## src/dispatch_defs.svh

```systemverilog
// ====================
// Dispatch stage widths and constants
// Two-wide dispatch of RV32 words onto 64 physical registers
// ====================
`ifndef DISPATCH_DEFS_SVH
`define DISPATCH_DEFS_SVH

// Slots dispatched per cycle
`define DP_NUM      2
// Every count holds 0 to DP_NUM
`define DP_CNT_W    2

// Architectural index, x0 to x31
`define ARCH_REG_W  5
// Physical tag for 64 registers
`define TAG_W       6

// Instruction word
`define XLEN        32

// x0 and physical tag 0
`define ZERO_REG    0

`endif
```

## src/hw/dispatch_pkg.sv

```systemverilog
// ====================
// Dispatch stage types
// Instruction word views and decode control encodings
// ====================
`default_nettype none
`include "dispatch_defs.svh"

package dispatch_pkg;

    // ====================
    // Instruction word
    // ====================
    // R-format field layout, MSB first
    typedef struct packed {
        logic [6:0]             funct7;
        logic [`ARCH_REG_W-1:0] rs2;
        logic [`ARCH_REG_W-1:0] rs1;
        logic [2:0]             funct3;
        logic [`ARCH_REG_W-1:0] rd;
        logic [6:0]             opcode;
    } inst_r_t;

    // Raw word for pattern matching
    // Field view for register extraction
    typedef union packed {
        logic [`XLEN-1:0] raw;
        inst_r_t          r;
    } inst_t;

    // ====================
    // Datapath controls
    // ====================
    // ALU and multiplier function
    typedef enum logic [3:0] {
        ALU_ADD, ALU_SUB, ALU_SLT, ALU_SLTU,
        ALU_AND, ALU_OR, ALU_XOR,
        ALU_SLL, ALU_SRL, ALU_SRA,
        ALU_MUL, ALU_MULH, ALU_MULHSU, ALU_MULHU
    } alu_func_e;

    // Operand A source
    typedef enum logic [1:0] {
        OPA_RS1, OPA_PC, OPA_ZERO
    } opa_sel_e;

    // Operand B source, register or one of the immediate formats
    typedef enum logic [2:0] {
        OPB_RS2, OPB_I_IMM, OPB_S_IMM, OPB_B_IMM, OPB_U_IMM, OPB_J_IMM
    } opb_sel_e;

endpackage

`default_nettype wire

```

## src/hw/dispatch_stage.sv

```systemverilog
// ====================
// Two-wide dispatch stage
// Dispatch count from four free-entry counts, per-slot decode
// and free-list tag routing, all combinational
// ====================
`timescale 1ns/10ps
`default_nettype none
`include "dispatch_defs.svh"

module dispatch_stage (
    input  logic                                  clk_i,
    input  logic                                  rst_i,
    // Free entries in each unit
    input  logic [`DP_CNT_W-1:0]                  rob_avail_i,
    input  logic [`DP_CNT_W-1:0]                  fiq_avail_i,
    input  logic [`DP_CNT_W-1:0]                  fl_avail_i,
    input  logic [`DP_CNT_W-1:0]                  rs_avail_i,
    // Fetch-queue head and next free tags
    input  dispatch_pkg::inst_t [`DP_NUM-1:0]     inst_i,
    input  logic [`DP_NUM-1:0][`TAG_W-1:0]        fl_tag_i,
    // Counts consumed this cycle
    output logic [`DP_CNT_W-1:0]                  dp_num_o,
    output logic [`DP_CNT_W-1:0]                  fl_num_o,
    // Per-slot decode
    output logic [`DP_NUM-1:0][`ARCH_REG_W-1:0]   rd_o,
    output logic [`DP_NUM-1:0][`ARCH_REG_W-1:0]   rs1_o,
    output logic [`DP_NUM-1:0][`ARCH_REG_W-1:0]   rs2_o,
    output logic [`DP_NUM-1:0][`TAG_W-1:0]        dest_tag_o,
    output dispatch_pkg::alu_func_e [`DP_NUM-1:0] alu_func_o,
    output dispatch_pkg::opa_sel_e [`DP_NUM-1:0]  opa_sel_o,
    output dispatch_pkg::opb_sel_e [`DP_NUM-1:0]  opb_sel_o,
    output logic [`DP_NUM-1:0]                    rd_mem_o,
    output logic [`DP_NUM-1:0]                    wr_mem_o,
    output logic [`DP_NUM-1:0]                    cond_br_o,
    output logic [`DP_NUM-1:0]                    uncond_br_o,
    output logic [`DP_NUM-1:0]                    mult_o,
    output logic [`DP_NUM-1:0]                    alu_o,
    output logic [`DP_NUM-1:0]                    halt_o,
    output logic [`DP_NUM-1:0]                    illegal_o
);

    // Pairwise minima
    logic [`DP_CNT_W-1:0] min_rob_fiq;
    logic [`DP_CNT_W-1:0] min_fl_rs;
    logic [`DP_CNT_W-1:0] min_all;
    // Slot k dispatches when k < dp_num_o
    logic [`DP_NUM-1:0]   slot_valid;

    // ====================
    // Dispatch count
    // ====================
    assign min_rob_fiq = (rob_avail_i < fiq_avail_i) ? rob_avail_i : fiq_avail_i;
    assign min_fl_rs   = (fl_avail_i < rs_avail_i) ? fl_avail_i : rs_avail_i;
    assign min_all     = (min_rob_fiq < min_fl_rs) ? min_rob_fiq : min_fl_rs;

    always_comb begin
        if (rst_i) begin
            // Nothing leaves during reset
            dp_num_o = '0;
        end else if (min_all > `DP_CNT_W'(`DP_NUM)) begin
            // Counts above the slot width are capped
            dp_num_o = `DP_CNT_W'(`DP_NUM);
        end else begin
            dp_num_o = min_all;
        end
    end

    // ====================
    // Per-slot decode
    // ====================
    generate
        for (genvar k = 0; k < `DP_NUM; k++) begin : g_slot
            assign slot_valid[k] = (`DP_CNT_W'(k) < dp_num_o);

            inst_decoder u_dec (
                .inst_i       (inst_i[k]),
                .slot_valid_i (slot_valid[k]),
                .rd_o         (rd_o[k]),
                .rs1_o        (rs1_o[k]),
                .rs2_o        (rs2_o[k]),
                .alu_func_o   (alu_func_o[k]),
                .opa_sel_o    (opa_sel_o[k]),
                .opb_sel_o    (opb_sel_o[k]),
                .rd_mem_o     (rd_mem_o[k]),
                .wr_mem_o     (wr_mem_o[k]),
                .cond_br_o    (cond_br_o[k]),
                .uncond_br_o  (uncond_br_o[k]),
                .mult_o       (mult_o[k]),
                .alu_o        (alu_o[k]),
                .halt_o       (halt_o[k]),
                .illegal_o    (illegal_o[k])
            );
        end
    endgenerate

    // Idle slots reach the router with rd x0
    fl_tag_router u_router (
        .clk_i      (clk_i),
        .rd_i       (rd_o),
        .fl_tag_i   (fl_tag_i),
        .dest_tag_o (dest_tag_o),
        .fl_num_o   (fl_num_o)
    );

    // ====================
    // Checks
    // ====================
    // No unit is asked for more than it offered
    dp_num_bounded: assert property (@(posedge clk_i) disable iff (rst_i)
        (dp_num_o <= rob_avail_i) && (dp_num_o <= fiq_avail_i) &&
        (dp_num_o <= fl_avail_i) && (dp_num_o <= rs_avail_i))
        else $error("dispatch count above a free-entry count");

    // Router pops only within what the free list offered
    fl_num_bounded: assert property (@(posedge clk_i) disable iff (rst_i)
        fl_num_o <= fl_avail_i)
        else $error("free-list pop count above fl_avail_i");

endmodule

`default_nettype wire

```

## src/hw/fl_tag_router.sv

```systemverilog
// ====================
// Free-list tag router
// Hands free tags in order to slots that write a real register
// ====================
`timescale 1ns/10ps
`default_nettype none
`include "dispatch_defs.svh"

module fl_tag_router (
    input  logic                                 clk_i,
    input  logic [`DP_NUM-1:0][`ARCH_REG_W-1:0]  rd_i,
    input  logic [`DP_NUM-1:0][`TAG_W-1:0]       fl_tag_i,
    output logic [`DP_NUM-1:0][`TAG_W-1:0]       dest_tag_o,
    output logic [`DP_CNT_W-1:0]                 fl_num_o
);

    // Next free-list entry to hand out
    logic [`DP_CNT_W-1:0] pos;

    // ====================
    // Routing
    // ====================
    always_comb begin
        pos = '0;
        for (int k = 0; k < `DP_NUM; k++) begin
            if (rd_i[k] != `ARCH_REG_W'(`ZERO_REG)) begin
                // Oldest slot takes the head tag
                dest_tag_o[k] = fl_tag_i[pos];
                pos           = pos + `DP_CNT_W'(1);
            end else begin
                // x0 writers and idle slots never rename
                dest_tag_o[k] = `TAG_W'(`ZERO_REG);
            end
        end
        // Pop count for the free list
        fl_num_o = pos;
    end

    // ====================
    // Checks
    // ====================
    generate
        for (genvar k = 0; k < `DP_NUM; k++) begin : g_chk
            // Physical 0 stays reserved for x0
            zero_rd_zero_tag: assert property (@(posedge clk_i)
                (rd_i[k] == `ARCH_REG_W'(`ZERO_REG)) |->
                (dest_tag_o[k] == `TAG_W'(`ZERO_REG)))
                else $error("slot %0d writes x0 but got a tag", k);
        end
    endgenerate

endmodule

`default_nettype wire

```

## src/hw/inst_decoder.sv

```systemverilog
// ====================
// Instruction decoder
// Maps one dispatch slot to register indices and datapath controls
// Reduced RV32IM set, WFI as halt, everything else illegal
// ====================
`timescale 1ns/10ps
`default_nettype none
`include "dispatch_defs.svh"

module inst_decoder (
    input  dispatch_pkg::inst_t     inst_i,
    input  logic                    slot_valid_i,
    output logic [`ARCH_REG_W-1:0]  rd_o,
    output logic [`ARCH_REG_W-1:0]  rs1_o,
    output logic [`ARCH_REG_W-1:0]  rs2_o,
    output dispatch_pkg::alu_func_e alu_func_o,
    output dispatch_pkg::opa_sel_e  opa_sel_o,
    output dispatch_pkg::opb_sel_e  opb_sel_o,
    output logic                    rd_mem_o,
    output logic                    wr_mem_o,
    output logic                    cond_br_o,
    output logic                    uncond_br_o,
    output logic                    mult_o,
    output logic                    alu_o,
    output logic                    halt_o,
    output logic                    illegal_o
);

    // Full WFI encoding
    localparam logic [`XLEN-1:0] WFI_WORD = 32'h1050_0073;

    // Match key {funct7, funct3, opcode} cut from the raw word
    logic [2:0]  funct3;
    logic        alt_op;
    logic [16:0] key;
    // Which register fields the format really carries
    logic        rd_used;
    logic        rs1_used;
    logic        rs2_used;

    // ====================
    // Function maps
    // ====================
    // Base integer ops, alt selects SUB and SRA
    function automatic dispatch_pkg::alu_func_e alu_of(input logic [2:0] f3, input logic alt);
        dispatch_pkg::alu_func_e func;
        casez ({alt, f3})
            4'b0000: func = dispatch_pkg::ALU_ADD;
            4'b1000: func = dispatch_pkg::ALU_SUB;
            4'b?001: func = dispatch_pkg::ALU_SLL;
            4'b?010: func = dispatch_pkg::ALU_SLT;
            4'b?011: func = dispatch_pkg::ALU_SLTU;
            4'b?100: func = dispatch_pkg::ALU_XOR;
            4'b0101: func = dispatch_pkg::ALU_SRL;
            4'b1101: func = dispatch_pkg::ALU_SRA;
            4'b?110: func = dispatch_pkg::ALU_OR;
            default: func = dispatch_pkg::ALU_AND;
        endcase
        return func;
    endfunction

    // The four multiply forms
    function automatic dispatch_pkg::alu_func_e mul_of(input logic [1:0] f3_lo);
        dispatch_pkg::alu_func_e func;
        case (f3_lo)
            2'b00:   func = dispatch_pkg::ALU_MUL;
            2'b01:   func = dispatch_pkg::ALU_MULH;
            2'b10:   func = dispatch_pkg::ALU_MULHSU;
            default: func = dispatch_pkg::ALU_MULHU;
        endcase
        return func;
    endfunction

    assign funct3 = inst_i.raw[14:12];
    // funct7 bit 5 picks SUB and SRA
    assign alt_op = inst_i.raw[30];
    assign key    = {inst_i.raw[31:25], funct3, inst_i.raw[6:0]};

    // ====================
    // Control decode
    // ====================
    always_comb begin
        // Noop unless a valid slot matches below
        opa_sel_o   = dispatch_pkg::OPA_RS1;
        opb_sel_o   = dispatch_pkg::OPB_RS2;
        alu_func_o  = dispatch_pkg::ALU_ADD;
        rd_used     = 1'b0;
        rs1_used    = 1'b0;
        rs2_used    = 1'b0;
        rd_mem_o    = 1'b0;
        wr_mem_o    = 1'b0;
        cond_br_o   = 1'b0;
        uncond_br_o = 1'b0;
        mult_o      = 1'b0;
        alu_o       = 1'b1;
        halt_o      = 1'b0;
        illegal_o   = 1'b0;
        if (slot_valid_i) begin
            if (inst_i.raw == WFI_WORD) begin
                halt_o = 1'b1;
            end else begin
                casez (key)
                    // LUI
                    17'b???????_???_0110111: begin
                        rd_used   = 1'b1;
                        opa_sel_o = dispatch_pkg::OPA_ZERO;
                        opb_sel_o = dispatch_pkg::OPB_U_IMM;
                    end
                    // AUIPC
                    17'b???????_???_0010111: begin
                        rd_used   = 1'b1;
                        opa_sel_o = dispatch_pkg::OPA_PC;
                        opb_sel_o = dispatch_pkg::OPB_U_IMM;
                    end
                    // JAL, link address from PC
                    17'b???????_???_1101111: begin
                        rd_used     = 1'b1;
                        opa_sel_o   = dispatch_pkg::OPA_PC;
                        opb_sel_o   = dispatch_pkg::OPB_J_IMM;
                        uncond_br_o = 1'b1;
                        alu_o       = 1'b0;
                    end
                    // JALR
                    17'b???????_000_1100111: begin
                        rd_used     = 1'b1;
                        rs1_used    = 1'b1;
                        opb_sel_o   = dispatch_pkg::OPB_I_IMM;
                        uncond_br_o = 1'b1;
                        alu_o       = 1'b0;
                    end
                    // Branches, funct3 010 and 011 unused
                    17'b???????_00?_1100011,
                    17'b???????_1??_1100011: begin
                        rs1_used  = 1'b1;
                        rs2_used  = 1'b1;
                        opa_sel_o = dispatch_pkg::OPA_PC;
                        opb_sel_o = dispatch_pkg::OPB_B_IMM;
                        cond_br_o = 1'b1;
                        alu_o     = 1'b0;
                    end
                    // LB LH LW LBU LHU
                    17'b???????_00?_0000011,
                    17'b???????_010_0000011,
                    17'b???????_10?_0000011: begin
                        rd_used   = 1'b1;
                        rs1_used  = 1'b1;
                        opb_sel_o = dispatch_pkg::OPB_I_IMM;
                        rd_mem_o  = 1'b1;
                        alu_o     = 1'b0;
                    end
                    // SB SH SW
                    17'b???????_00?_0100011,
                    17'b???????_010_0100011: begin
                        rs1_used  = 1'b1;
                        rs2_used  = 1'b1;
                        opb_sel_o = dispatch_pkg::OPB_S_IMM;
                        wr_mem_o  = 1'b1;
                        alu_o     = 1'b0;
                    end
                    // OP-IMM without shifts, bit 30 belongs to the immediate
                    17'b???????_000_0010011,
                    17'b???????_01?_0010011,
                    17'b???????_1?0_0010011,
                    17'b???????_111_0010011: begin
                        rd_used    = 1'b1;
                        rs1_used   = 1'b1;
                        opb_sel_o  = dispatch_pkg::OPB_I_IMM;
                        alu_func_o = alu_of(funct3, 1'b0);
                    end
                    // SLLI SRLI SRAI
                    17'b0000000_001_0010011,
                    17'b0?00000_101_0010011: begin
                        rd_used    = 1'b1;
                        rs1_used   = 1'b1;
                        opb_sel_o  = dispatch_pkg::OPB_I_IMM;
                        alu_func_o = alu_of(funct3, alt_op);
                    end
                    // Register-register ops
                    17'b0000000_???_0110011,
                    17'b0100000_000_0110011,
                    17'b0100000_101_0110011: begin
                        rd_used    = 1'b1;
                        rs1_used   = 1'b1;
                        rs2_used   = 1'b1;
                        alu_func_o = alu_of(funct3, alt_op);
                    end
                    // MUL MULH MULHSU MULHU
                    17'b0000001_0??_0110011: begin
                        rd_used    = 1'b1;
                        rs1_used   = 1'b1;
                        rs2_used   = 1'b1;
                        alu_func_o = mul_of(funct3[1:0]);
                        mult_o     = 1'b1;
                    end
                    default: begin
                        illegal_o = 1'b1;
                    end
                endcase
            end
        end
    end

    // Unused fields read as x0 so no tag or map lookup is spent
    assign rd_o  = rd_used  ? inst_i.r.rd  : `ARCH_REG_W'(`ZERO_REG);
    assign rs1_o = rs1_used ? inst_i.r.rs1 : `ARCH_REG_W'(`ZERO_REG);
    assign rs2_o = rs2_used ? inst_i.r.rs2 : `ARCH_REG_W'(`ZERO_REG);

endmodule

`default_nettype wire

```

## config.mk

```make
export PLATFORM = sky130hd
export DESIGN_NAME = dispatch_stage
export DESIGN_NICKNAME = d
export VERILOG_FILES = /design/src/hw/dispatch_pkg.sv /design/src/hw/dispatch_stage.sv /design/src/hw/fl_tag_router.sv /design/src/hw/inst_decoder.sv
export VERILOG_INCLUDE_DIRS = /design/src
export SDC_FILE = /design/constraint.sdc
export NUM_CORES = 1
export LEC_CHECK = 0
export ABC_AREA = 1
export BUFFER_PORTS_ARGS = -buffer_cell sky130_fd_sc_hd__buf_4
export CORE_MARGIN = 2
export CORE_UTILIZATION = 45
export DETAILED_ROUTE_END_ITERATION = 6
export PLACE_DENSITY = 0.95
export REMOVE_ABC_BUFFERS = 1
export SYNTH_ARGS = -nofsm -noshare
export SYNTH_HDL_FRONTEND = slang
export SYNTH_SLANG_ARGS = --single-unit
```

## constraint.sdc

```tcl
create_clock -name vclk -period 7.9
set_clock_uncertainty 0.1 [all_clocks]
set_input_delay 1.58 -clock vclk [all_inputs]
set_output_delay 1.58 -clock vclk [all_outputs]
set_load 0.02 [all_outputs]
```

# After elaboration in Yosys (flattened, before gate mapping)
# Index checks and enable logic that the tools add are counted.
[word_totals] ff_bits=0
[classes] eq_ne=66 n_mux=105 addsub=1 reduce_logical=36 n_lt_le_gt_ge=7
[ops] cell="$pmux W4 S9" count=2
[ops] cell="$eq A17 B16 Y1 const B" count=4
[ops] cell="$mux W1" count=65
[ops] cell="$eq A32 B29 Y1 const B" count=2
[ops] cell="$pmux W4 S7" count=2
[ops] cell="$reduce_or A21 Y1" count=2
[ops] cell="$eq A10 B9 Y1 const B" count=4
[ops] cell="$eq A9 B9 Y1 const B" count=4
[ops] cell="$reduce_or A18 Y1" count=2
[ops] cell="$eq A17 B8 Y1 const B" count=2
[ops] cell="$reduce_or A17 Y1" count=2
[ops] cell="$eq A16 B10 Y1 const B" count=2
[ops] cell="$eq A15 B9 Y1 const B" count=2
[ops] cell="$mux W5" count=6
[ops] cell="$pmux W3 S5" count=2
[ops] cell="$eq A14 B6 Y1 const B" count=2
[ops] cell="$mux W6" count=4
[ops] cell="$pmux W4 S3" count=2
[ops] cell="$eq A10 B10 Y1 const B" count=2
[ops] cell="$eq A10 B5 Y1 const B" count=2
[ops] cell="$eq A10 B7 Y1 const B" count=2
[ops] cell="$mux W2" count=10
[ops] cell="$reduce_or A10 Y1" count=2
[ops] cell="$eq A3 B3 Y1 const B" count=6
[ops] cell="33 further kinds" count=80

# Depth between registers and ports, before layout
[logic_depth] word_depth=15 depth_mapped=14 depth_no_buf=14

# Hierarchy
# A second synthesis with hierarchy kept.
[unflattened] hier_cells=547 hier_area_um2=2656.3
[by_module_without_submodules] module="inst_decoder" instances=2 area_per_inst_um2=1079.8 cells_each=228
[by_module_without_submodules] module="fl_tag_router" instances=1 area_per_inst_um2=312.8 cells_each=63
[by_module_without_submodules] module="dispatch_stage" instances=1 area_per_inst_um2=183.9 cells_each=28

# Worst setup path after synthesis
# No wires, ideal clock.
[synth_path] path_kind="input -> output" from="input port rob_avail_i[1]" to="output port alu_func_o[3] in the netlist's numbering" arrival_ns=3.290 path_slack_ns=2.930 t_required_ns=6.220 path_buffers=0 path_stages=10 path_cell_list="ha_1 -> ha_1 -> inv_1 -> nor2_2 -> inv_2 -> nand2_1 -> nand2_1 -> inv_1 -> nand2_1 -> o21ai_0"
[synth_rtl] item="from (decl)" line="dispatch_stage.sv:14" source="input logic [`DP_CNT_W-1:0] rob_avail_i,"
[synth_rtl] item="to (decl)" line="dispatch_stage.sv:29" source="output dispatch_pkg::alu_func_e [`DP_NUM-1:0] alu_func_o,"

==> results.md <==
- # rows: 24
- Leak Pwr: slightly above 2 nW
- Residual DRC: 0
- Finished Layout Cells: about 650
- CP required: 6.22 ns
- Core area: 4440 um^2
- Slew Limit Fails: 0
- Initial Util: 47.7%
- Routed WL per cell: 13.3 um
- Pre-Repair DR Iteration Count: 5
- Gate Count Post-Synth: 452
- Area share of the largest cell type after synthesis: 18.6%
- Yosys top cell by area: nor2_1
- Worst slew margin: 66.5%
- Compound-cell area share of the yosys netlist: 10.2%
- Gr ovfl total: 0
- Placed cell count: between 600 and 700
- Cell Area, Synth: 2120 um^2
- Total of max-cap violations: 0
- Pin count of the biggest net entering global routing: 14
- Syn-to-layout area delta: 54.4%
- Worst Setup SP: rob_avail_i[1]
- Vias in the first global route: 3086
- Startpoint types: input port
- RD Place Congestion: 0.985
- Post-Synth XOR/XNOR Area: 0%
- Post-synthesis simple-gate area fraction: 60.6%
- Share of cells above drive strength 1: 32.0%
- DP HPWL: 7470 um
- CP Class: in -> out
- Synth top cells by count: 105 x nor2_1, 100 x nand2_1, 91 x inv_1
- Via/cell ratio: 5.24
- Seq_cells: 0
- Pwr Density: 28.6 nW/um^2
- CP endpoint kind: output port
- Synth area leaders: nor2_1 19%, nand2_1 18%, inv_1 16%, nand3_1 6.8%, nand4_1 6.2%
- Tcrit/Tclk final: 70.3%
- Synth cell types: 38
- Global-route wire length before repair: 13200 um
- Final setup violating endpoints: 0
- Setup repair bufs after CTS: 0
- Final ANT Viol Nets: 0
- Adder-cell share of the synthesized area: 4.13%
- GRT Util Overall: 30.1%
- TNS Setup: 0 ns
- Largest family of logic cells by synthesized area: simple AND/OR/NAND/NOR gates
- Status: completed
- Reg area: 0 um^2
- Critical Path Sink: alu_func_o[1]
- Worst path arrival time: 3.87 ns
- Hold Vio Cnt, Final: 0
- Initial antenna violation count: 0
- CTS Hold Bufs: 0
- Die Span Y: 72.6 um
- Crit path max fanout: 12
- Drt total wl: 8590 um
- Vias post-DR: roughly 3400
- Worst VDD drop: 0.0165 mV
- Synthesis warning total: 0
- Unrepaired setup endpoints after global routing: false
- Slew @ Worst Pin: 0.499 ns
- I/O Pins: 166
- Post-synthesis mux area share: 0%
- Diodes inserted: 0
- Sequential element share of the synthesized area: 0%
- Syn avg cell area: 4.69 um^2
- 1st-iter DRT viols: slightly below 300
- Die area: 5280 um^2
- Most frequent cell after synthesis: nor2_1
- # nets final: 691
- Buffers added on ports: 165
- Peak Freq: about 180 MHz
- Clock buf count: 0
- Hold WC Path Type: in -> out
- Final worst path period need: ~5.6 ns
- PostCTS Resize Cnt: 0
- Die width: 72.6 um
per-stage QoR:
| step | instance area [um^2] | utilization [%] | hold slack (ns) | worst slack, ns | total power [W] |
|---|---|---|---|---|---|
| floorplan | 1970 | - | 3.13 | 2.68 | 0.0000391 |
| global placement | 3270 | 73.6 | 3.39 | 2.48 | 0.0000893 |
| detailed placement | 3270 | 73.6 | 3.39 | 2.41 | 0.0000918 |
| CTS | 3270 | 73.6 | 3.40 | 2.40 | 0.0000922 |
| global route | 3270 | 73.6 | 3.41 | 2.15 | 0.000102 |
| finish | 3270 | 73.6 | 3.40 | 2.35 | 0.0000937 |
how the worst min path moves through the flow:
stage / cells after the start / start / end / slack, ns
final: 4 / inst_i[22] / rs2_o[2] / 3.40
after detailed placement: 4 / inst_i[22] / rs2_o[2] / 3.39
after global routing: 4 / inst_i[53] / rs2_o[6] / 3.41
after CTS: 4 / inst_i[22] / rs2_o[2] / 3.40
after global placement: 4 / inst_i[20] / rs2_o[0] / 3.39
after floorplan: 1 / rst_i / dp_num_o[1] / 3.13
cells by family (layout without fill, tap and decap cells):
kind of cell,count (synthesis),after routing
and+or+nand+nor,288,288
buffers and inverters,122,266
AOI/OAI and AO/OA,35,35
adders and majority gates,7,7
area by class of cell:
cell class                      count  area (um^2)
Fill cell                         405         1170
Inverter                          101          379
Multi-Input combinational cell    330         1590
Tap cell                           52         65.1
Timing Repair Buffer              165         1240
cells in the final DEF, fill, tap and decap left out, types with 2 or more instances in the layout:
| master | Yosys | routed |
|---|---|---|
| nand2_2 | 3 | 3 |
| buf_4 | 16 | 165 |
| a21oi_1 | 10 | 10 |
| nand2_1 | 100 | 100 |
| nand4_1 | 21 | 21 |
| ha_1 | 7 | 7 |
| inv_2 | 9 | 9 |
| o211ai_1 | 4 | 4 |
| nor3_1 | 10 | 10 |
| nand3_1 | 29 | 29 |
| nor2_2 | 4 | 4 |
| nor3b_1 | 2 | 2 |
| nand3b_1 | 3 | 3 |
| or2_2 | 2 | 2 |
| o21ai_0 | 8 | 8 |
| nor2_1 | 105 | 105 |
| nor4_1 | 2 | 2 |
| o22ai_1 | 4 | 4 |
| a31oi_1 | 2 | 2 |
| inv_1 | 91 | 91 |
worst max-delay path: stages:
cell	delay, ns
buf_4	0.09
ha_1	0.17
ha_1	0.15
inv_1	0.05
nor2_2	0.32
inv_2	0.18
nand2_1	0.41
nand2_1	0.19
inv_1	0.17
nand2_1	0.11
nand2_1	0.10
a21boi_1	0.17
buf_4	0.16
routing by layer:
layer  vias up  global-route usage, %  part of all wire, %
met3        34                   3.87                  8.8
met4         0                   11.3                  3.4
li1       1687                      -                    -
met2       200                   57.4                   52
met1      1477                   33.4                   36
met5         -                      0                    0
report_power, final:
group / switching (W) / internal (W) / total [W]
combinational: 0.0000514 / 0.0000422 / 0.0000937
clock: 0 / 0 / 0
sequential: 0 / 0 / 0
Power figures use the tool's default switching activity.
